### config.mk
export PLATFORM = sky130hd
export DESIGN_NAME = io_ports
export DESIGN_NICKNAME = d
export VERILOG_FILES = /design/src/common/laser310_pkg.sv /design/src/source/io_ports.sv
export SDC_FILE = /design/constraint.sdc
export NUM_CORES = 1
export LEC_CHECK = 0
export BUFFER_PORTS_ARGS = -buffer_cell sky130_fd_sc_hd__buf_2
export CAP_MARGIN = 15
export CORE_MARGIN = 5
export CORE_UTILIZATION = 36
export CTS_CLUSTER_DIAMETER = 100
export CTS_CLUSTER_SIZE = 20
export DETAILED_ROUTE_END_ITERATION = 16
export PLACE_DENSITY = 0.81
export SLEW_MARGIN = 20
export SYNTH_ARGS = -nofsm -noshare
export SYNTH_HDL_FRONTEND = slang
export SYNTH_SLANG_ARGS = --single-unit
### constraint.sdc
create_clock -name CLK50MHZ -period 1.4 [get_ports CLK50MHZ]
set_input_delay 0.07 -clock CLK50MHZ [delete_from_list [all_inputs] [get_ports CLK50MHZ]]
set_output_delay 0.07 -clock CLK50MHZ [all_outputs]
set_load 0.03 [all_outputs]
### src/common/laser310_pkg.sv
package laser310_pkg;

	// Bus widths
	localparam int ADDR_W       = 16;
	localparam int DATA_W       = 8;
	localparam int KEY_MATRIX_W = 64;	// 8 rows x 8 columns, columns 0-5 used
	localparam int KEY_EX_W     = 10;

	// Memory map
	localparam logic [ADDR_W-1:0] IO_LATCH_BASE = 16'h6800;
	localparam logic [ADDR_W-1:0] VRAM_BASE     = 16'h7000;
	localparam logic [ADDR_W-1:0] RAM_BASE      = 16'h7800;
	localparam logic [ADDR_W-1:0] RAM_TOP       = 16'hB7FF;

	// I/O ports
	localparam logic [7:0] SHRG_PORT   = 8'h20;
	localparam logic [3:0] JOY_PORT_HI = 4'h2;
	localparam logic [7:0] SHRG_RESET  = 8'h08;	// GM = 010

	typedef enum logic [2:0] {IDLE, SETUP, LATCH, FINISH, STRETCH, DONE} bus_phase_e;

	typedef enum logic [2:0] {NONE, KEYIO, VRAM, RAM, IOPORT} mem_region_e;

	// Key matrix indices, row * 8 + column
	localparam int KEY_T       = 0;
	localparam int KEY_CTRL    = 10;
	localparam int KEY_A       = 12;
	localparam int KEY_SHIFT_L = 18;
	localparam int KEY_DOT     = 33;
	localparam int KEY_COMMA   = 35;
	localparam int KEY_SPACE   = 36;
	localparam int KEY_M       = 37;
	localparam int KEY_MINUS   = 42;

endpackage

### src/source/io_ports.sv
module io_ports (
	input  logic                            CLK50MHZ,
	input  logic                            RESET_N,
	input  logic                            shrg_en_i,
	input  logic [laser310_pkg::DATA_W-1:0] wdata_i,
	input  logic [7:0]                      addr_lo_i,
	input  logic                            io_latch_we_i,
	input  logic                            shrg_we_i,
	input  logic [4:0]                      joy1_dir_i,
	input  logic                            joy1_arm_i,
	input  logic [4:0]                      joy2_dir_i,
	input  logic                            joy2_arm_i,
	output logic [laser310_pkg::DATA_W-1:0] joy_byte_o,
	output logic [1:0]                      speaker_o,
	output logic                            cass_out_o,
	output logic                            vdg_ag_o,
	output logic                            vdg_css_o,
	output logic [2:0]                      vdg_gm_o
);

	logic [laser310_pkg::DATA_W-1:0] out_latch;
	logic [laser310_pkg::DATA_W-1:0] shrg_latch;
	logic                            shrg_en_q;

	// Switch is taken only while reset is held
	always_ff @(posedge CLK50MHZ)
	begin
		if (!RESET_N)
			shrg_en_q <= shrg_en_i;
	end

	always_ff @(posedge CLK50MHZ or negedge RESET_N)
	begin
		if (!RESET_N)
		begin
			out_latch  <= 8'h00;
			shrg_latch <= laser310_pkg::SHRG_RESET;
		end
		else
		begin
			if (io_latch_we_i)
				out_latch <= wdata_i;
			if (shrg_we_i && shrg_en_q)
				shrg_latch <= wdata_i;
		end
	end

	assign speaker_o  = {out_latch[0], out_latch[5]};
	assign cass_out_o = out_latch[2];
	assign vdg_ag_o   = out_latch[3];
	assign vdg_css_o  = out_latch[4];
	assign vdg_gm_o   = shrg_latch[4:2];

	// Each low address bit enables one group, groups are wired-AND
	always_comb
	begin
		joy_byte_o = 8'hFF;
		if (addr_lo_i[7:4] == laser310_pkg::JOY_PORT_HI)
		begin
			if (!addr_lo_i[0])
				joy_byte_o = joy_byte_o & {3'b111, ~joy1_dir_i};
			if (!addr_lo_i[1])
				joy_byte_o = joy_byte_o & {3'b111, ~joy1_arm_i, 4'hF};
			if (!addr_lo_i[2])
				joy_byte_o = joy_byte_o & {3'b111, ~joy2_dir_i};
			if (!addr_lo_i[3])
				joy_byte_o = joy_byte_o & {3'b111, ~joy2_arm_i, 4'hF};
		end
	end

endmodule

==> results.py <==
metrics = {
    "run_status": {
        "status": "complete, no violations",
    },
    "cts": {
        "clkLatencyLatePin_ns": 0.25,
        "clk_pin_slew_ns": 0.06,
        "cts_setup_buffers": 0,
        "cts_tree": "yes",
        "cts.sink_count": 9,
        "clockBufferDepth": 2,
        "clockRootBuffer": "clkbuf_4",
        "cts_inserted_buffers": 3,
        "htreeDepth": 1,
    },
    "grt": {
        "grt_start_max_net_pins": 10,
        "grt_pass1_wl_um": 1856,
        "grt_pass1_vias": 462,
        "grt.overflow.total": 0,
        "antenna_found_initial": 0,
        "grt_usage_pct": 12.32,
    },
    "floorplanning": {
        "io_pins": 49,
        "start_util_pct": 37.69,
        "core_um2": 1301,
        "die_y_um": 46.91,
        "die_w_um": 46.91,
        "die-area_um2": 2201,
        "rows": 13,
    },
    "worst_setup_path": {
        "worstPathRequired_ns": 1.33,
        "slowest_delay_ns": 0.53,
        "startpoint_type": "flop",
        "cp_data_arrival_time_ns": 0.97,
        "cp_num_cells": 1,
        "critPathBufInv": 1,
        "rr_endpoint": "shrg_latch[4]$_DFFE_PN0P_",
        "timing.rr.start": "shrg_en_q$_DFFE_PN_",
        "crit_family": "flip-flops",
        "end_kind": "output port",
        "reg2reg_setup_slack_ns": 0.46,
        "cp_max_fo": 2,
        "slowest_stage": "dfstp_2",
        "worstPathCellList": "buf_2",
        "crit_end": "vdg_gm_o[1]",
        "rr_worst_depth": 2,
        "critPathLaunch": "shrg_latch[3]$_DFFE_PN1P_",
        "critPathKind": "reg -> out",
    },
    "routing": {
        "drt-pass1-iter-count": 1,
        "drtIter0Drc": 0,
        "ant_nets": 0,
        "wirelength_um": 1219,
        "drc": 0,
        "via_count": 458,
        "wl_per_cell_um": 11.83,
        "vias_per_cell": 4.447,
    },
    "layout": {
        "final_common_cell": "buf_2",
        "final_cell_mix": "buf_2, nor2b_1, mux2_1",
        "area_delta_synth_final_pct": 53.06,
        "drive_gt1_share_pct": 54.55,
        "antenna_cells": 0,
        "fin_nets": 122,
    },
    "min_path": {
        "min_path_type": "in -> reg",
        "hold_start": "wdata_i[0]",
    },
    "timing": {
        "fin_tns_setup_ns": 0,
        "final_period_minus_worst_setup_slack_ns": 1.041,
        "hold_viol": 0,
        "maxSlewViolCount": 0,
        "setup_viol": 0,
        "whs_ns": 0.02673,
        "skew_ns": 0.002210,
        "grt_setup_unrepaired": "false",
        "min_period_over_period_pct": 74.39,
        "fmax_mhz": 960.2,
    },
    "run": {
        "cap_violations": 0,
    },
    "power_and_ir_drop": {
        "p_per_area_nw_per_um2": 962.0,
        "ir_drop_v": 0.0004689,
        "leakage_nw": 0.3717,
    },
    "placed_design": {
        "post-dp-hpwl_um": 1014,
        "place_congestion": 0.6243,
        "numPortBuffers": 42,
    },
    "logic_synthesis": {
        "syn_area_um2": 490.5,
        "ys_ff_latch": 9,
        "ys_warn_count": 0,
        "postSynthCellCount": 41,
        "yosysSeqAreaShare_pct": 47.19,
        "synth.distinct_cells": 12,
        "syn-mean-instance-area_um2": 11.96,
    },
}
-- how the worst min path moves through the flow --
stage                          endpoint  slack [ns]  depth (start not counted)
2_1_floorplan  out_latch[0]$_DFFE_PN0P_       -0.23                          0
5_1_grt        out_latch[0]$_DFFE_PN0P_        0.03                          2
6_report       out_latch[0]$_DFFE_PN0P_        0.03                          2
4_1_cts        out_latch[5]$_DFFE_PN0P_        0.01                          2
3_5_place_dp   out_latch[2]$_DFFE_PN0P_       -0.08                          1
3_3_place_gp   out_latch[2]$_DFFE_PN0P_       -0.08                          1
-- sequential cells by signal (all words and copies together) (netlist names) --
name	flops
out_latch	5
shrg_latch	3
shrg_en_q	1
-- layer usage --
layer | up-vias | global-route usage, % | share of wire, %
met2 | 34 | 19.78 | 48
li1 | 226 | - | -
met1 | 198 | 13.48 | 34
met3 | 0 | 4.598 | 18
met4 | 0 | 8.287 | 0
met5 | - | 0 | 0
-- per-stage QoR --
stage	util [%]	area, um^2	std cells	worst slack, ns	total power [mW]
2_1_floorplan	-	498.0	43	0.4043	0.4449
3_3_place_gp	54.13	704.4	97	0.4454	0.5244
3_5_place_dp	54.13	704.4	97	0.4520	0.5294
4_1_cts	57.69	750.7	103	0.3383	0.7372
5_1_grt	57.69	750.7	103	0.3142	0.7703
6_report	57.69	750.7	103	0.3585	0.7222
-- power by group --
group / switching (mW) / internal [mW] / leakage [nW]
combinational: 0.128 / 0.0841 / 0.254
sequential: 0.0148 / 0.300 / 0.102
clock: 0.0856 / 0.110 / 0.0150
-- repair_timing --
item                                    in CTS  in global routing
hold endpoints to repair                     9                  0
endpoints found under the setup margin       0                  0
hold buffers                                 2                  0
resized for setup                            0                  0
-- synth_stat cells --
| library cell | n | area, um^2 |
|---|---|---|
| o21ai_1 | 4 | 20.02 |
| dfstp_2 | 1 | 26.28 |
| mux2_1 | 8 | 90.09 |
| o41ai_2 | 1 | 16.27 |
| nand2_1 | 1 | 3.750 |
| buf_4 | 3 | 22.52 |
| edfxtp_1 | 1 | 30.03 |
| dfrtp_1 | 7 | 175.2 |
| inv_1 | 1 | 3.750 |
| nor2b_1 | 12 | 75.07 |
| conb_1 | 1 | 3.750 |
| nor4b_4 | 1 | 23.77 |
-- kinds of logic after synthesis --
logic type	share of synthesized area [%]
buffers and inverters	5.356
AOI/OAI and AO/OA	7.399
and+or+nand+nor	20.92
other	0.7646
DFF	47.20
muxes	18.37
-- layout make-up --
| class | instances | area [um^2] |
|---|---|---|
| tap | 15 | 18.77 |
| timing repair buffer | 44 | 230.2 |
| clock buffer | 4 | 26.28 |
| multi-input combinational | 30 | 240.2 |
| inverter | 1 | 3.754 |
| fill | 116 | 550.5 |
| sequential | 9 | 231.5 |
Note: power is estimated with default switching activity, not from simulation.
