**config.mk**
```make
export PLATFORM = sky130hd
export DESIGN_NAME = key_row_scan
export DESIGN_NICKNAME = d
export VERILOG_FILES = /design/src/common/laser310_pkg.sv /design/src/keyboard/key_row_scan.sv
export SDC_FILE = /design/constraint.sdc
export NUM_CORES = 1
export LEC_CHECK = 0
export BUFFER_PORTS_ARGS = -buffer_cell sky130_fd_sc_hd__buf_2
export CAP_MARGIN = 10
export CELL_PAD_IN_SITES_DETAIL_PLACEMENT = 1
export CELL_PAD_IN_SITES_GLOBAL_PLACEMENT = 1
export CORE_MARGIN = 5
export CORE_UTILIZATION = 10
export DETAILED_ROUTE_END_ITERATION = 8
export PLACE_DENSITY_LB_ADDON = 0.1
export SLEW_MARGIN = 0
export SYNTH_ARGS = -nofsm -noshare
export SYNTH_HDL_FRONTEND = slang
export SYNTH_SLANG_ARGS = --single-unit
```
**constraint.sdc**
```tcl
create_clock -name vclk -period 0.8
set_input_delay 0.04 -clock vclk [all_inputs]
set_output_delay 0.04 -clock vclk [all_outputs]
set_load 0.005 [all_outputs]
```
**src/common/laser310_pkg.sv**
```systemverilog
package laser310_pkg;

	// Bus widths
	localparam int ADDR_W       = 16;
	localparam int DATA_W       = 8;
	localparam int KEY_MATRIX_W = 64;	// 8 rows x 8 columns, columns 0-5 used
	localparam int KEY_EX_W     = 10;

	// Memory map
	localparam logic [ADDR_W-1:0] IO_LATCH_BASE = 16'h6800;
	localparam logic [ADDR_W-1:0] VRAM_BASE     = 16'h7000;
	localparam logic [ADDR_W-1:0] RAM_BASE      = 16'h7800;
	localparam logic [ADDR_W-1:0] RAM_TOP       = 16'hB7FF;

	// I/O ports
	localparam logic [7:0] SHRG_PORT   = 8'h20;
	localparam logic [3:0] JOY_PORT_HI = 4'h2;
	localparam logic [7:0] SHRG_RESET  = 8'h08;	// GM = 010

	typedef enum logic [2:0] {IDLE, SETUP, LATCH, FINISH, STRETCH, DONE} bus_phase_e;

	typedef enum logic [2:0] {NONE, KEYIO, VRAM, RAM, IOPORT} mem_region_e;

	// Key matrix indices, row * 8 + column
	localparam int KEY_T       = 0;
	localparam int KEY_CTRL    = 10;
	localparam int KEY_A       = 12;
	localparam int KEY_SHIFT_L = 18;
	localparam int KEY_DOT     = 33;
	localparam int KEY_COMMA   = 35;
	localparam int KEY_SPACE   = 36;
	localparam int KEY_M       = 37;
	localparam int KEY_MINUS   = 42;

endpackage

```
**src/keyboard/key_row_scan.sv**
```systemverilog
module key_row_scan (
	input  logic [laser310_pkg::KEY_MATRIX_W-1:0] key_matrix_i,
	input  logic [laser310_pkg::KEY_EX_W-1:0]     key_ex_i,
	input  logic [7:0]                            addr_lo_i,
	input  logic                                  cass_in_i,
	output logic [laser310_pkg::DATA_W-1:0]       key_byte_o
);

	logic [laser310_pkg::KEY_MATRIX_W-1:0] keys;

	// Extra keys become Ctrl combinations on the real matrix
	always_comb
	begin
		keys = key_matrix_i;
		keys[laser310_pkg::KEY_DOT]     = key_matrix_i[laser310_pkg::KEY_DOT] & key_ex_i[4];
		keys[laser310_pkg::KEY_M]       = key_matrix_i[laser310_pkg::KEY_M] & key_ex_i[5]
			& key_ex_i[8];
		keys[laser310_pkg::KEY_COMMA]   = key_matrix_i[laser310_pkg::KEY_COMMA] & key_ex_i[6];
		keys[laser310_pkg::KEY_SPACE]   = key_matrix_i[laser310_pkg::KEY_SPACE] & key_ex_i[7];
		keys[laser310_pkg::KEY_MINUS]   = key_matrix_i[laser310_pkg::KEY_MINUS] & key_ex_i[3];
		keys[laser310_pkg::KEY_SHIFT_L] = key_matrix_i[laser310_pkg::KEY_SHIFT_L] & key_ex_i[0];
		keys[laser310_pkg::KEY_CTRL]    = key_matrix_i[laser310_pkg::KEY_CTRL] & (&key_ex_i[8:3]);
	end

	// A low address bit selects its row; any pressed key in a selected row pulls its column low
	always_comb
	begin
		key_byte_o = {1'b1, ~cass_in_i, 6'h3F};
		for (int r = 0; r < 8; r++)
		begin
			for (int c = 0; c < 6; c++)
			begin
				if (!addr_lo_i[r] && !keys[r * 8 + c])
					key_byte_o[c] = 1'b0;
			end
		end
	end

endmodule

```
==> run_results.csv, run 1 <==
group,metric,value,unit
floorplan,core-area,2480,µm²
drt,top_layer_used,"met3",
cells_and_area,areaGrowthSynthToFinish,229,%
logic_synthesis,syn-instance-count,44,
power_and_ir_drop,p_seq_share,0,%
setup_path,critPathSlowestCell,"or4_4",
min_path,hold_path.class,"in2out",
power_and_ir_drop,power.share.combinational,100.0,%
logic_synthesis,yosysUniqueCellTypes,14,
setup_path,critPathMaxStageDelay,0.51,ns
setup_path,crit_path_start_kind,"primary input",
drt,vias,700,
setup_path,crit_family,"simple AND/OR/NAND/NOR gates",
floorplan,die_h,60.8,µm
drt,ant_nets,0,
floorplan,initial_core_util,10.4,%
global_route,grt_remaining_overflow,0,
timing,slew_viol_final,0,
drt,drtIter0Drc,4,
power_and_ir_drop,clkPwrFrac,0,%
cells_and_area,num-clock-buffers,0,
timing,final-setup-viol-count,4,
cells_and_area,fillCellCount,338,
global_route,antenna_found_initial,0,
cells_and_area,drive_above_1_share,70.6,%
setup_path,cp.arrival,0.96,ns
timing,rsz0062_at_grt,"yes",
timing,finalSetupTns,-0.678,ns
power_and_ir_drop,switchingPower,0.152,mW
drt,routed_wl,2490,µm
logic_synthesis,yosys_warnings,0,
floorplan,dieArea,3690,µm²
global_route,grt_start_max_net_pins,6,
power_and_ir_drop,p_int,0.261,mW
place,hpwl,2140,µm
cells_and_area,fin_nets,211,
drt,vias_per_cell,4.49,
drt,drc,0,
place,port_buffers,71,
drt,firstDrtPassIters,4,
place,routabilityCongestion,0.773,
drt,met2WireLength,1350,µm
cells_and_area,seq_cell_count,0,
logic_synthesis,synthesis.area,258,µm²
drt,wl_met3,275,µm
drt,wire_per_inst,16.0,µm
floorplan,die_w,60.8,µm
setup_path,crit_type,"in2out",
timing,period_share,125,%
cells_and_area,utilization,34.2,%
timing,hold_viol_final,0,
timing,clock.fmax,1000,MHz
setup_path,path_buf_inv,2,
cells_and_area,diodes,0,
timing,setup_slack,-0.198,ns
power_and_ir_drop,netSwitchingFraction,36.8,%
timing,period_minus_slack,0.998,ns
global_route,grtUsageTotal,12.1,%
logic_synthesis,avgSynthCellArea,5.86,µm²
cells_and_area,final-seq-area,0,µm²
status,status,"complete, but fails checks",
setup_path,worstPathRequired,0.76,ns
setup_path,cp_max_fo,5,
drt,m1WireLength,868,µm
power_and_ir_drop,p_per_area,488,nW/µm²
power_and_ir_drop,ir_drop,0.000204,V
setup_path,crit_path_end_kind,"output port",
floorplan,io_pins,91,
flow_run,cap_violations,0,
status,violations,"setup timing",
setup_path,crit_path_cell_trace,"buf_8 > o22ai_2 > or4_4 > nor3_2 > buf_2",
logic_synthesis,synth_nets,127,
logic_synthesis,yosysSeqAreaShare,0,%
global_route,grt_pass1_wl,3400,µm
global_route,grt_pass1_vias,783,
power_and_ir_drop,p_leak,0.459,nW
floorplan,rows,18,
==> Yosys cell counts <==
cell type / number / area (µm²)
and4_1: 1 / 8.76
o21ai_0: 1 / 5.00
inv_1: 1 / 3.75
buf_4: 1 / 7.51
or4_1: 4 / 30.0
conb_1: 1 / 3.75
a41oi_1: 1 / 8.76
nor4_1: 2 / 12.5
o22ai_1: 17 / 106
a31oi_1: 1 / 6.26
a21oi_1: 5 / 25.0
o22a_1: 1 / 8.76
nor2_1: 7 / 26.3
nor3_1: 1 / 5.00
==> cells by family (layout without fill, tap and decap cells) <==
group | Yosys count | count (layout) | share of synthesized area (%)
compound gates | 26 | 26 | 62.1
buf+inv | 2 | 84 | 4.37
other cells | 1 | 1 | 1.45
simple gates | 15 | 15 | 32.0
==> stage by stage <==
stage          instances  power (mW)  setup WS [ns]  hold WS (ns)  instance area [µm²]
3_3_place_gp         155       0.347         -0.295         0.293                  731
5_1_grt              156       0.450         -0.219         0.308                  847
4_1_cts              156       0.385         -0.216         0.293                  796
6_report             156       0.413         -0.198         0.292                  847
2_1_floorplan         44      0.0895         0.0240         0.107                  263
3_5_place_dp         155       0.349         -0.296         0.293                  731
==> placed cells by master, fill, tap and decap left out, drive strengths merged <==
cell type	instances
or4	4
inv	1
nor2	7
a21oi	5
nor3	1
nor4	2
o21ai	1
a41oi	1
and4	1
o22a	1
a31oi	1
buf	83
o22ai	17
conb	1
==> power groups by stage <==
stage | registers (mW) | logic (mW) | clock network (mW)
final | 0 | 0.413 | 0
after global routing | 0 | 0.450 | 0
after CTS | 0 | 0.385 | 0
after detailed placement | 0 | 0.349 | 0
after global placement | 0 | 0.347 | 0
after floorplan | 0 | 0.0895 | 0
==> what timing repair did <==
item | 4_1_cts | 5_1_grt
setup endpoints to repair | 6 | 6
hold buffers | 0 | 0
resized for setup | 17 | 12
endpoints found under the hold margin | 0 | 0
buffers inserted | 2 | 0
pin swaps | 4 | 3
==> area by class of cell <==
class / count / area, µm² / share of cell area [%]
Multi-Input combinational cell: 42 / 280 / 33.1
Timing Repair Buffer: 83 / 526 / 62.0
Inverter: 1 / 3.75 / 0.443
Tap cell: 30 / 37.5 / 4.43
==> worst paths after layout <==
| path | from | to | slack [ns] | cells past startpoint |
|---|---|---|---|---|
| min | cass_in_i | key_byte_o[6] | 0.29 | 3 |
| max | addr_lo_i[3] | key_byte_o[2] | -0.20 | 5 |
==> per-layer routing <==
metal / track usage [%] / vias to the layer above
met5: 0 / -
met4: 0 / 0
met3: 2.98 / 0
met2: 24.1 / 42
met1: 13.5 / 302
li1: - / 356
(Power assumes the default switching activity.)
==> run 2, diff against run 1 <==
--- a/config.mk
+++ b/config.mk
@@ -17,3 +17,4 @@
 export SYNTH_ARGS = -nofsm -noshare
 export SYNTH_HDL_FRONTEND = slang
 export SYNTH_SLANG_ARGS = --single-unit
+export TNS_END_PERCENT = 5
==> run 2 against run 1 <==
Effect of this change:
- the run still ends with setup timing left
- routed wire length shrank 5.7%
- first-iteration DRC count increased by 50%
- worst hold slack unchanged
- count of clock-buffer cells in the layout stayed put
- fmax rose by 0.51%
- flip-flop and latch count is the same
- die area unchanged
- sequential share of layout area did not move
- critical endpoint unchanged
- largest power group unchanged
==> run_results.csv, run 2 (same netlist as run 1, synthesis figures left out) <==
group,metric,value,unit
setup_path,worstPathRequired,0.76,ns
power_and_ir_drop,ir_drop,0.000183,V
setup_path,crit_type,"in2out",
timing,period_share,124,%
timing,period_minus_slack,0.993,ns
min_path,hold_path.class,"in2out",
global_route,grt_pass1_wl,3370,µm
global_route,grt_pass1_vias,775,
timing,hold_slack,0.292,ns
setup_path,path_buf_inv,2,
timing,setup_slack,-0.193,ns
drt,firstDrtPassIters,3,
floorplan,initial_core_util,10.4,%
cells_and_area,diodes,0,
setup_path,critPathSlowestCell,"or4_4",
status,violations,"setup timing",
cells_and_area,utilization,32.1,%
setup_path,crit_start,"addr_lo_i[3]",
power_and_ir_drop,p_per_area,478,nW/µm²
drt,drc,0,
setup_path,crit_path_cell_trace,"buf_8 > o22ai_2 > or4_4 > nor3_2 > buf_2",
clocking,post_cts_buffers,0,
drt,ant_nets,0,
cells_and_area,final-seq-area,0,µm²
min_path,whs_endpoint,"key_byte_o[6]",
setup_path,crit_path_start_kind,"primary input",
min_path,min_path_cells,3,
drt,wire_per_inst,15.2,µm
drt,drtIter0Drc,6,
setup_path,crit_path_end_kind,"output port",
global_route,antenna_found_initial,0,
floorplan,core-area,2480,µm²
floorplan,die_h,60.8,µm
floorplan,rows,18,
place,dp_cells,155,
global_route,grtUsageTotal,11.9,%
flow_run,cap_violations,0,
place,routabilityCongestion,0.773,
cells_and_area,seq_cell_count,0,
drt,vias_per_cell,4.45,
floorplan,die_w,60.8,µm
timing,slew_viol_final,0,
cells_and_area,drive_above_1_share,68.0,%
cells_and_area,layout.cells.non_filler,155,
global_route,grt_start_max_net_pins,6,
place,hpwl,2140,µm
cells_and_area,areaGrowthSynthToFinish,209,%
setup_path,cp.arrival,0.95,ns
power_and_ir_drop,p_leak,0.438,nW
setup_path,cp_max_fo,5,
floorplan,dieArea,3690,µm²
status,status,"complete, but fails checks",
min_path,min_from,"cass_in_i",
drt,vias,689,
cells_and_area,mostFrequentLayoutCells,"buf_2 (64), o22ai_1 (16), buf_4 (11)",
drt,routed_wl,2350,µm
place,pre_cts_ws,-0.296,ns
cells_and_area,fin_nets,210,
setup_path,crit_family,"simple AND/OR/NAND/NOR gates",
timing,rsz0062_at_grt,"yes",
cells_and_area,num-clock-buffers,0,
cells_and_area,layout_commonest_cell,"buf_2",
timing,clock.fmax,1010,MHz
setup_path,critPathMaxStageDelay,0.51,ns
place,port_buffers,71,
timing,hold_viol_final,0,
global_route,grt_remaining_overflow,0,
timing,final-setup-viol-count,4,
floorplan,io_pins,91,
-- run 2: cell count changes in the layout (fill, tap and decap cells not counted), moves of 3 or more --
cell	before	now
buf_6	8	4
buf_4	8	11
o22ai_1	13	16
o22ai_2	4	1
-- run 2: how the worst max path moves through the flow --
| stage | end | slack [ns] | depth (start not counted) |
|---|---|---|---|
| after floorplan | key_byte_o[2] | 0.02 | 3 |
| after global placement | key_byte_o[2] | -0.30 | 5 |
| after detailed placement | key_byte_o[2] | -0.30 | 5 |
| after CTS | key_byte_o[2] | -0.23 | 5 |
| after global routing | key_byte_o[4] | -0.22 | 5 |
| final | key_byte_o[2] | -0.19 | 5 |
-- run 2: report_power, final --
group          switching [mW]  internal [mW]
sequential                  0              0
combinational           0.140          0.240
clock                       0              0
-- run 2: area by class of cell --
class | instances | area, µm²
Tap cell | 30 | 37.5
Timing Repair Buffer | 82 | 493
Fill cell | 340 | 1680
Multi-Input combinational cell | 42 | 262
Inverter | 1 | 3.75
-- run 2: timing repair --
item / 4_1_cts / 5_1_grt
pin swaps: 3 / 1
hold buffers: 0 / 0
gates resized for setup: 15 / 4
gates cloned: 0 / 0
endpoints found under the setup margin: 6 / 6
-- run 2: worst min-delay path, delay by kind of cell --
kind	cells	cell delay, ns
buffers and inverters	3	0.21
-- run 2: through the flow --
| step | power [mW] | cell area (µm²) | TNS, ns |
|---|---|---|---|
| 6_report | 0.380 | 796 | -0.665 |
| 2_1_floorplan | 0.0895 | 263 | 0 |
| 3_3_place_gp | 0.347 | 731 | -1.28 |
| 3_5_place_dp | 0.349 | 731 | -1.22 |
| 5_1_grt | 0.417 | 796 | -0.925 |
| 4_1_cts | 0.376 | 778 | -0.743 |
-- run 2: per-layer routing --
metal | vias up | track usage (%) | share of wire [%] | wire length [µm]
li1 | 353 | - | - | -
met1 | 294 | 13.8 | 38 | 885
met2 | 42 | 23.2 | 50 | 1180
met3 | 0 | 2.77 | 12 | 281
met4 | 0 | 0 | 0 | 0
met5 | - | 0 | 0 | 0
