**src/common/laser310_pkg.sv**
```systemverilog
package laser310_pkg;

	// Bus widths
	localparam int ADDR_W       = 16;
	localparam int DATA_W       = 8;
	localparam int KEY_MATRIX_W = 64;	// 8 rows x 8 columns, columns 0-5 used
	localparam int KEY_EX_W     = 10;

	// Memory map
	localparam logic [ADDR_W-1:0] IO_LATCH_BASE = 16'h6800;
	localparam logic [ADDR_W-1:0] VRAM_BASE     = 16'h7000;
	localparam logic [ADDR_W-1:0] RAM_BASE      = 16'h7800;
	localparam logic [ADDR_W-1:0] RAM_TOP       = 16'hB7FF;

	// I/O ports
	localparam logic [7:0] SHRG_PORT   = 8'h20;
	localparam logic [3:0] JOY_PORT_HI = 4'h2;
	localparam logic [7:0] SHRG_RESET  = 8'h08;	// GM = 010

	typedef enum logic [2:0] {IDLE, SETUP, LATCH, FINISH, STRETCH, DONE} bus_phase_e;

	typedef enum logic [2:0] {NONE, KEYIO, VRAM, RAM, IOPORT} mem_region_e;

	// Key matrix indices, row * 8 + column
	localparam int KEY_T       = 0;
	localparam int KEY_CTRL    = 10;
	localparam int KEY_A       = 12;
	localparam int KEY_SHIFT_L = 18;
	localparam int KEY_DOT     = 33;
	localparam int KEY_COMMA   = 35;
	localparam int KEY_SPACE   = 36;
	localparam int KEY_M       = 37;
	localparam int KEY_MINUS   = 42;

endpackage

```
**src/bus_cycle/bus_cycle_seq.sv**
```systemverilog
module bus_cycle_seq (
	input  logic CLK50MHZ,
	input  logic RESET_N,
	input  logic valid_i,
	input  logic turbo_i,
	output logic ready_o,
	output logic wr_phase_o,
	output logic rd_capture_o
);

	localparam logic [3:0] STRETCH_LAST = 4'd9;	// Ten wait cycles at normal speed

	laser310_pkg::bus_phase_e state;
	logic                     turbo_q;
	logic [3:0]               stretch_cnt;

	always_ff @(posedge CLK50MHZ or negedge RESET_N)
	begin
		if (!RESET_N)
		begin
			state       <= laser310_pkg::IDLE;
			turbo_q     <= 1'b0;
			stretch_cnt <= 4'd0;
		end
		else
		begin
			case (state)
				laser310_pkg::IDLE:
				begin
					if (valid_i)
					begin
						state   <= laser310_pkg::SETUP;
						turbo_q <= turbo_i;	// Speed fixed for the whole access
					end
				end
				laser310_pkg::SETUP:
					state <= laser310_pkg::LATCH;
				laser310_pkg::LATCH:
					state <= laser310_pkg::FINISH;
				laser310_pkg::FINISH:
				begin
					stretch_cnt <= 4'd0;
					state       <= turbo_q ? laser310_pkg::DONE : laser310_pkg::STRETCH;
				end
				laser310_pkg::STRETCH:
				begin
					stretch_cnt <= stretch_cnt + 4'd1;
					if (stretch_cnt == STRETCH_LAST)
						state <= laser310_pkg::DONE;
				end
				default:
					state <= laser310_pkg::IDLE;	// DONE, request is released next
			endcase
		end
	end

	assign ready_o      = (state == laser310_pkg::DONE);
	assign wr_phase_o   = (state == laser310_pkg::LATCH);	// Writes land at end of LATCH
	assign rd_capture_o = (state == laser310_pkg::FINISH);

endmodule

```
**config.mk**
```make
export PLATFORM = sky130hd
export DESIGN_NAME = bus_cycle_seq
export DESIGN_NICKNAME = d
export VERILOG_FILES = /design/src/common/laser310_pkg.sv /design/src/bus_cycle/bus_cycle_seq.sv
export SDC_FILE = /design/constraint.sdc
export NUM_CORES = 1
export LEC_CHECK = 0
export BUFFER_PORTS_ARGS = -buffer_cell sky130_fd_sc_hd__clkbuf_2
export CELL_PAD_IN_SITES_DETAIL_PLACEMENT = 1
export CELL_PAD_IN_SITES_GLOBAL_PLACEMENT = 2
export CORE_AREA = 2 2 39 41
export CTS_BUF_LIST = sky130_fd_sc_hd__clkbuf_4 sky130_fd_sc_hd__clkbuf_8
export CTS_CLUSTER_DIAMETER = 30
export DETAILED_ROUTE_END_ITERATION = 7
export DIE_AREA = 0 0 41 43
export PLACE_DENSITY_LB_ADDON = 0.1
export SYNTH_ARGS = -nofsm -noshare
export SYNTH_HDL_FRONTEND = slang
export SYNTH_SLANG_ARGS = --single-unit
```
**constraint.sdc**
```tcl
create_clock -name CLK50MHZ -period 2.54 [get_ports CLK50MHZ]
set_input_delay 0.635 -clock CLK50MHZ [delete_from_list [all_inputs] [get_ports CLK50MHZ]]
set_output_delay 0.635 -clock CLK50MHZ [all_outputs]
set_load 0.02 [all_outputs]
```
==> results.toml, run 1 <==
[run_status]
status = "finished, final reports clean"

[clocking]
hold_buffers = 0
cts_setup_buffers = 0
cts_tree = "built"
htreeDepth = 1
clock-root-buffer = "clkbuf_4"
clk_pin_slew_ns = 0.06
cts_resized = 0
clock-sinks = 8
cts_buffers = 3
cts_buffer_depth = 2
insertion_delay_ns = 0.25

[yosys]
synth_edf_count = 0
seq_area_frac_synth_pct = 43.48
syn-instance-count = 42
synth_seq_cells = 8
synthTopCellsByCount = "8 x dfrtp_1, 6 x a21oi_1, 5 x nor2_1"
yosysTopAreaCell = "dfrtp_1"
async_flop_share_pct = 100.0
netlist_area_sq_um = 460.4
yosysMostFrequentCell = "dfrtp_1"
yosysUniqueCellTypes = 22
syn_nets = 48
synth.top_cell.area_share_pct = 43.48
synthFlopType = "dfrtp_1"
synth.area.top_cells = "dfrtp_1 43%, a21oi_1 6.5%, ha_1 5.4%"
syn_area_per_cell_sq_um = 10.96
yosys_warnings = 0

[floorplan]
die_area_sq_um = 1763
start_util_pct = 33.27
die_x_microns = 41
rows = 14
core_area_sq_um = 1384
fp.dieH_microns = 43
boundaryPins = 7

[placed_design]
gp_congestion = 0.7491
numPortBuffers = 6
placed_area_sq_um = 484.2

[routing]
routed_wl_microns = 986
drt_iter0_markers = 6
drc = 0
vias_per_cell = 5.500
dr.pass1.iters = 2
post_drt_wl_per_cell_microns = 15.41
ant_nets = 0
num_vias = 352

[global_route]
antenna_found_initial = 0
grt_max_degree = 12
grtUsageTotal_pct = 14.14
grt_pass1_wl_microns = 1587
grt_overflow_total = 0
grt_pass1_vias = 335

[timing]
tns_ns = 0
rsz0062_at_grt = "no"
relSlewSlack_pct = 72.60
finalCritPeriodShare_pct = 78.83
skew_ns = 0.003433
setup_viol = 0
worst_pin_slew_ns = 0.4110
final_hold_viol_count = 0
min_period_ns = 2.002
max_freq_ghz = 0.4994
drv_slew = 0

[critical_path]
crit_required_ns = 1.90
path_max_fanout = 9
startpoint_type = "flip-flop"
worstSetupPathType = "reg -> out"
endpoint_kind = "primary output"
r2r_cells = 2
worstPathArrival_ns = 1.37

[finish]
nNetsFinal = 56
layout-drive-gt1-share_pct = 25.00
area_delta_synth_final_pct = 10.05
stdcell_area_sq_um = 506.7
n_antenna_cell = 0
register_area_sq_um = 200.2
fillers = 164
multi_input_area_sq_um = 230.2

[pwr]
cellPowerDensity_nw_per_um2 = 1119
p_leak_nw = 0.2289
peakVddDrop_uv = 349.8

[job]
drv_cap = 0

[min_path]
min_path_type = "in -> async"
-- path summary, 6_finish.rpt --
kind	from	slack (ns)	endpoint
worst min-delay path	RESET_N	0.23	stretch_cnt[0]$_DFFE_PN0P_
worst min register to register	turbo_q$_DFFE_PN0P_	0.50	turbo_q$_DFFE_PN0P_
min in group CLK50MHZ	turbo_q$_DFFE_PN0P_	0.50	turbo_q$_DFFE_PN0P_
worst max register to register	state[2]$_DFFE_PN0P_	1.25	turbo_q$_DFFE_PN0P_
worst max-delay path	state[1]$_DFFE_PN0P_	0.54	rd_capture_o
max in group asynchronous	RESET_N	2.12	stretch_cnt[2]$_DFFE_PN0P_
-- per-stage QoR --
stage / setup slack (ns) / util [%] / hold WS, ns / power (mW) / cells
detailed placement: 0.8026 / 34.99 / 0.4941 / 0.4793 / 61
finish: 0.5378 / 36.62 / 0.2296 / 0.5672 / 64
global placement: 0.8375 / 34.99 / 0.4746 / 0.4609 / 61
CTS: 0.5233 / 36.62 / 0.2328 / 0.5766 / 64
floorplan: 0.8611 / - / 0.3394 / 0.4397 / 42
global route: 0.4022 / 36.62 / 0.2232 / 0.6189 / 64
-- power breakdown --
group          leakage, nW  internal (mW)  switching [mW]
logic                0.111         0.0990           0.110
registers            0.104          0.169          0.0939
clock network       0.0138         0.0540          0.0414
total                0.229          0.322           0.245
-- placed cells by master (no fill, tap or decap), drive strengths merged --
cell | netlist | final
nor2 | 6 | 6
and3b | 1 | 1
xnor2 | 1 | 1
clkbuf | 0 | 9
nand2 | 1 | 1
o21ai | 1 | 1
mux2 | 1 | 1
ha | 2 | 2
a311oi | 2 | 2
nand4b | 1 | 1
a2bb2oi | 1 | 1
a211oi | 2 | 2
dfrtp | 8 | 8
and3 | 1 | 1
nor3b | 2 | 2
or2 | 1 | 1
a21oi | 6 | 6
nor4b | 1 | 1
inv | 1 | 1
-- kinds of logic (layout without fill, tap and decap cells) --
logic type                 Yosys count  count (layout)  share of synthesized area, %
and+or+nand+nor                     14              14                         23.64
AOI/OAI and AO/OA                   12              12                         16.58
DFF                                  8               8                         43.48
buffers and inverters                4              10                         6.520
adders and majority gates            2               2                         5.434
xor gates and xnor gates             1               1                         1.903
muxes                                1               1                         2.445
-- per-layer routing --
layer  vias to the layer above  wire length (microns)  global-route usage [%]
met4                         0                      8                   8.000
li1                        166                      -                       -
met5                         -                      0                       0
met3                         2                     39                   4.712
met2                         8                    502                   21.56
met1                       176                    435                   16.39
-- sequential cells by signal, summed over array words and instances (netlist names) --
signal and cells:
turbo_q 1, stretch_cnt 4, state 3
-- layout make-up --
| class | count | area share, % |
|---|---|---|
| Sequential cell | 8 | 39.51 |
| Tap cell | 16 | 3.951 |
| Timing Repair Buffer | 6 | 5.926 |
| Clock buffer | 3 | 4.444 |
| Inverter | 1 | 0.7407 |
| Multi-Input combinational cell | 30 | 45.43 |
-- critical path, stage by stage, from the launching register on --
cell	delay, ns
dfrtp_1	0.59
nand2_1	0.20
nor2_1	0.15
clkbuf_2	0.18
(Power assumes the default switching activity.)
==> inputs of run 2 (changes only) <==
--- a/config.mk
+++ b/config.mk
@@ -8,11 +8,11 @@
 export BUFFER_PORTS_ARGS = -buffer_cell sky130_fd_sc_hd__clkbuf_2
 export CELL_PAD_IN_SITES_DETAIL_PLACEMENT = 1
 export CELL_PAD_IN_SITES_GLOBAL_PLACEMENT = 2
-export CORE_AREA = 2 2 39 41
+export CORE_AREA = 2 2 41 43
 export CTS_BUF_LIST = sky130_fd_sc_hd__clkbuf_4 sky130_fd_sc_hd__clkbuf_8
 export CTS_CLUSTER_DIAMETER = 30
 export DETAILED_ROUTE_END_ITERATION = 7
-export DIE_AREA = 0 0 41 43
+export DIE_AREA = 0 0 43 45
 export PLACE_DENSITY_LB_ADDON = 0.1
 export SYNTH_ARGS = -nofsm -noshare
 export SYNTH_HDL_FRONTEND = slang
==> constraint.sdc (replaced) <==
create_clock -name CLK50MHZ -period 1.7 [get_ports CLK50MHZ]
set_input_delay 0.425 -clock CLK50MHZ [delete_from_list [all_inputs] [get_ports CLK50MHZ]]
set_output_delay 0.425 -clock CLK50MHZ [all_outputs]
set_load 0.02 [all_outputs]
==> run 2 against run 1 <==
Compared with the run above: critical path depth unchanged; die area grew 9.8%; register-to-register slack worse by 0.86 ns; final cell count increased by 6.3%; global-route usage shrank 2.2 points; power increased by 64%; non-clock buffer count increased by 4; sequential power grew 40%; utilization increased by 0.12 points; largest cell class unchanged; largest power group is now combinational logic.
==> results.toml, run 2 (synthesized netlist as in run 1, its figures left out) <==
[timing]
rsz0062_at_grt = "no"
skew_ns = 0.002077
tns_ns = 0
timing.hold.ws_ns = 0.01740
relSlewSlack_pct = 80.42
max_freq_ghz = 0.6264
finalCritPeriodShare_pct = 93.90
min_period_ns = 1.596
worst_pin_slew_ns = 0.2935
final_hold_viol_count = 0
drv_slew = 0
setup_viol = 0

[finish]
multi_input_area_sq_um = 230.2
mostFrequentLayoutCells = "6 x a21oi_1, 6 x clkbuf_2, 5 x nor2_1, 5 x dfrtp_1, 4 x buf_4"
regMostFlops = "stretch_cnt"
largestRegisters = "stretch_cnt (4), state (3), turbo_q (1)"
layout-drive-gt1-share_pct = 36.54
area_delta_synth_final_pct = 17.39
nNetsFinal = 60
fillers = 176
register_area_sq_um = 203.9
largest_reg_flops = 4
n_antenna_cell = 0

[clocking]
cts_buffer_depth = 2
hold_buffers = 0
htreeDepth = 1
clk_pin_slew_ns = 0.05
insertion_delay_ns = 0.25
clock-root-buffer = "clkbuf_4"
cts_tree = "built"
cts_buffers = 3
clock-sinks = 8

[min_path]
min_path_type = "in -> async"

[pwr]
swShare_pct = 41.28
power_frac_comb_pct = 45.3
pwr-share-seq_pct = 39.6
cellPowerDensity_nw_per_um2 = 1720
clock_power_share_pct = 15.1
p_int_mw = 0.5460
peakVddDrop_uv = 586.7
p_switching_mw = 0.3839
p_leak_nw = 0.2450

[routing]
dr.pass1.iters = 2
routed_wl_microns = 1013
num_vias = 362
ant_nets = 0
drt_iter0_markers = 1
drc = 0
post_drt_wl_per_cell_microns = 14.90
vias_per_cell = 5.324

[job]
drv_cap = 0

[critical_path]
worstSetupPathType = "reg -> out"
reg2reg_slack_ns = 0.39
path_max_fanout = 7
startpoint_type = "flip-flop"
cp-startpoint = "state[1]$_DFFE_PN0P_"
r2r_start = "state[0]$_DFFE_PN0P_"
worstPathArrival_ns = 1.17
endpoint_kind = "primary output"
crit_required_ns = 1.27

[global_route]
grt_pass1_vias = 389
grt_pass1_wl_microns = 1587
grtUsageTotal_pct = 11.94
antenna_found_initial = 0
grt_max_degree = 12
grt_overflow_total = 0

[floorplan]
die_x_microns = 43
die_area_sq_um = 1935
core_area_sq_um = 1471
fp.dieH_microns = 45
rows = 14
start_util_pct = 31.29
boundaryPins = 7

[run_status]
status = "finished, final reports clean"

[placed_design]
numPortBuffers = 6
hpwl_microns = 758.4
gp_congestion = 0.7246
==> run 2: cell count changes in the layout (fill, tap and decap cells not counted), sizes merged <==
cell and change:
buf +4
==> run 2: worst paths after layout <==
kind,end,cells after the start
worst max-delay path,rd_capture_o,3
worst min-delay path,stretch_cnt[3]$_DFFE_PN0P_,1
worst max register to register,turbo_q$_DFFE_PN0P_,3
worst min register to register,turbo_q$_DFFE_PN0P_,1
max in group asynchronous,state[1]$_DFFE_PN0P_,1
min in group CLK50MHZ,turbo_q$_DFFE_PN0P_,2
==> run 2: layer usage <==
layer	share of wire, %	routed length (microns)	GRT usage [%]	vias to the layer above
met1	45	460	12.22	179
met5	0	0	0	-
met2	50	507	21.52	6
met4	0.99	10	9.091	0
met3	3.4	34	2.400	2
li1	-	-	-	175
==> run 2: power groups by stage <==
stage	sequential, mW	combinational, mW	clock (mW)
detailed placement	0.381	0.355	0
CTS	0.381	0.357	0.147
floorplan	0.287	0.370	0
finish	0.368	0.421	0.140
global route	0.382	0.465	0.157
global placement	0.372	0.339	0
==> run 2: area by class of cell <==
class                   instances  share of cell area [%]
multi-input cells              30                   42.59
flip-flops and latches          8                   37.73
repair buffers                 10                   11.11
clock buffers                   3                   4.167
well taps                      16                   3.704
inverters                       1                  0.6944
==> run 2: per-stage QoR <==
stage | setup slack [ns] | cells | instance area (sq um) | total power [mW] | utilization (%)
final | 0.1036 | 68 | 540.5 | 0.9298 | 36.73
after global routing | 0.02898 | 68 | 540.5 | 1.004 | 36.73
after detailed placement | 0.1757 | 62 | 491.7 | 0.7365 | 33.42
after global placement | 0.2301 | 62 | 491.7 | 0.7109 | 33.42
after floorplan | 0.2311 | 42 | 460.4 | 0.6569 | -
after CTS | 0.03137 | 65 | 515.5 | 0.8849 | 35.03
==> run 2: what timing repair did <==
action,4_1_cts,5_1_grt
setup buffers,0,3
resized for setup,1,2
setup endpoints to repair,1,3
==> run 2: critical path, stage by stage, from the launching register on <==
cell      delay (ns)
dfrtp_2         0.43
nand2_1         0.14
nor2_1          0.16
clkbuf_2        0.19
==> inputs of run 3 (changes only) <==
--- a/config.mk
+++ b/config.mk
@@ -8,11 +8,11 @@
 export BUFFER_PORTS_ARGS = -buffer_cell sky130_fd_sc_hd__clkbuf_2
 export CELL_PAD_IN_SITES_DETAIL_PLACEMENT = 1
 export CELL_PAD_IN_SITES_GLOBAL_PLACEMENT = 2
-export CORE_AREA = 2 2 41 43
+export CORE_AREA = 2 2 46 48
 export CTS_BUF_LIST = sky130_fd_sc_hd__clkbuf_4 sky130_fd_sc_hd__clkbuf_8
 export CTS_CLUSTER_DIAMETER = 30
 export DETAILED_ROUTE_END_ITERATION = 7
-export DIE_AREA = 0 0 43 45
+export DIE_AREA = 0 0 48 50
 export PLACE_DENSITY_LB_ADDON = 0.1
 export SYNTH_ARGS = -nofsm -noshare
 export SYNTH_HDL_FRONTEND = slang
==> run 3 against run 2 <==
Compared with the run above: non-clock buffer count rose by 1; sequential share of layout area fell by 1.4 points; utilization fell by 7.2 points; sequential power fell by 6.3%; die area rose by 24%; routed wire length rose by 8.9%; via count fell by 2.8%; clock power rose by 6%; highest routed layer is now met3.
==> results.toml, run 3 (synthesized netlist as in run 1, its figures left out) <==
[pwr]
power_mw = 0.9560
p_leak_nw = 0.2500
pwr-share-seq_pct = 36.1
power_frac_comb_pct = 48.4
cellPowerDensity_nw_per_um2 = 1702
swShare_pct = 41.31
p_int_mw = 0.5610
peakVddDrop_uv = 468.5
p_switching_mw = 0.3949
clock_power_share_pct = 15.5

[clocking]
htreeDepth = 1
clk_pin_slew_ns = 0.06
clock-root-buffer = "clkbuf_4"
insertion_delay_ns = 0.25
cts_tree = "built"
clock-sinks = 8
cts_buffers = 3
cts_buffer_depth = 2

[finish]
fillers = 230
nNetsFinal = 61
largest_reg_flops = 4
area_delta_synth_final_pct = 22.01
regMostFlops = "stretch_cnt"
mostFrequentLayoutCells = "6 x a21oi_1, 6 x clkbuf_2, 5 x nor2_1, 5 x buf_4, 5 x dfrtp_1"
layout-drive-gt1-share_pct = 37.74
largestRegisters = "stretch_cnt (4), state (3), turbo_q (1)"
n_antenna_cell = 0
final_util_pct = 29.54

[placed_design]
numPortBuffers = 6
dp_slack_ns = 0.2586
hpwl_microns = 794
gp_congestion = 0.7547

[routing]
drc = 0
vias_per_cell = 4.400
dr.pass1.iters = 2
ant_nets = 0
post_drt_wl_per_cell_microns = 13.79
drt_iter0_markers = 1
num_vias = 352
routed_wl_microns = 1103

[timing]
tns_ns = 0
max_freq_ghz = 0.6276
final_hold_viol_count = 0
fin_ws_ns = 0.1066
min_period_ns = 1.593
rsz0062_at_grt = "no"
worst_pin_slew_ns = 0.3158
relSlewSlack_pct = 78.93
drv_slew = 0
setup_viol = 0
finalCritPeriodShare_pct = 93.73
skew_ns = 0.003431
timing.hold.ws_ns = 0.01772

[floorplan]
rows = 16
start_util_pct = 24.21
boundaryPins = 7
fp.dieH_microns = 50
die_x_microns = 48
die_area_sq_um = 2400
core_area_sq_um = 1902

[run_status]
status = "finished, final reports clean"

[min_path]
min_path_type = "in -> async"

[critical_path]
startpoint_type = "flip-flop"
endpoint_kind = "primary output"
worstSetupPathType = "reg -> out"
max_stage_delay_ns = 0.49
r2r_start = "state[1]$_DFFE_PN0P_"
cp-startpoint = "state[2]$_DFFE_PN0P_"
crit_chain = "nor3b_1 -> clkbuf_2"
path_max_fanout = 11
path_delay_family = "flip-flops"
cp.depth = 2
worst-path-buf-inv = 1
worstPathArrival_ns = 1.17
r2r_cells = 4
crit_required_ns = 1.27
slowest_stage = "dfrtp_2"

[global_route]
grt_pass1_vias = 384
grtUsageTotal_pct = 11.41
grt_overflow_total = 0
grt_max_degree = 12
antenna_found_initial = 0
grt_pass1_wl_microns = 1849

[job]
drv_cap = 0
-- run 3: cell types whose count changed in the layout (fill, tap and decap cells not counted) --
cell	before	now
buf_4	4	5
-- run 3: worst paths after layout --
kind	endpoint	slack, ns
max	wr_phase_o	0.11
min	stretch_cnt[0]$_DFFE_PN0P_	0.02
max reg2reg	turbo_q$_DFFE_PN0P_	0.35
min reg2reg	turbo_q$_DFFE_PN0P_	0.51
max in group asynchronous	state[0]$_DFFE_PN0P_	1.47
min in group CLK50MHZ	turbo_q$_DFFE_PN0P_	0.41
-- run 3: through the flow --
stage,cell area (sq um),instances
6_report,561.8,80
5_1_grt,561.8,80
4_1_cts,536.8,77
3_5_place_dp,513.0,74
3_3_place_gp,513.0,74
2_1_floorplan,460.4,42
-- run 3: area by class of cell --
cell class	instances	area (sq um)	area share, %
clock buffer	3	22.52	4.009
inverter	1	3.754	0.6682
multi-input combinational	30	230.2	40.98
sequential	8	203.9	36.30
tap	27	33.78	6.013
timing repair buffer	11	67.56	12.03
-- run 3: layer usage --
layer  routed length [microns]  GRT usage, %  vias up
li1                          -             -      174
met2                       525         16.89        6
met5                         0             0        -
met4                         0         5.405        0
met3                        37         4.396        0
met1                       539         14.03      172
-- run 3: power groups by stage --
stage,sequential [mW],clock [mW],combinational (mW)
4_1_cts,0.362,0.153,0.403
3_5_place_dp,0.363,0,0.399
6_report,0.345,0.148,0.463
5_1_grt,0.359,0.159,0.520
3_3_place_gp,0.356,0,0.384
2_1_floorplan,0.287,0,0.370
-- run 3: repair_timing --
action,4_1_cts,5_1_grt
setup buffers,0,3
endpoints found under the setup margin,1,2
hold buffers,0,0
gates resized for setup,1,2
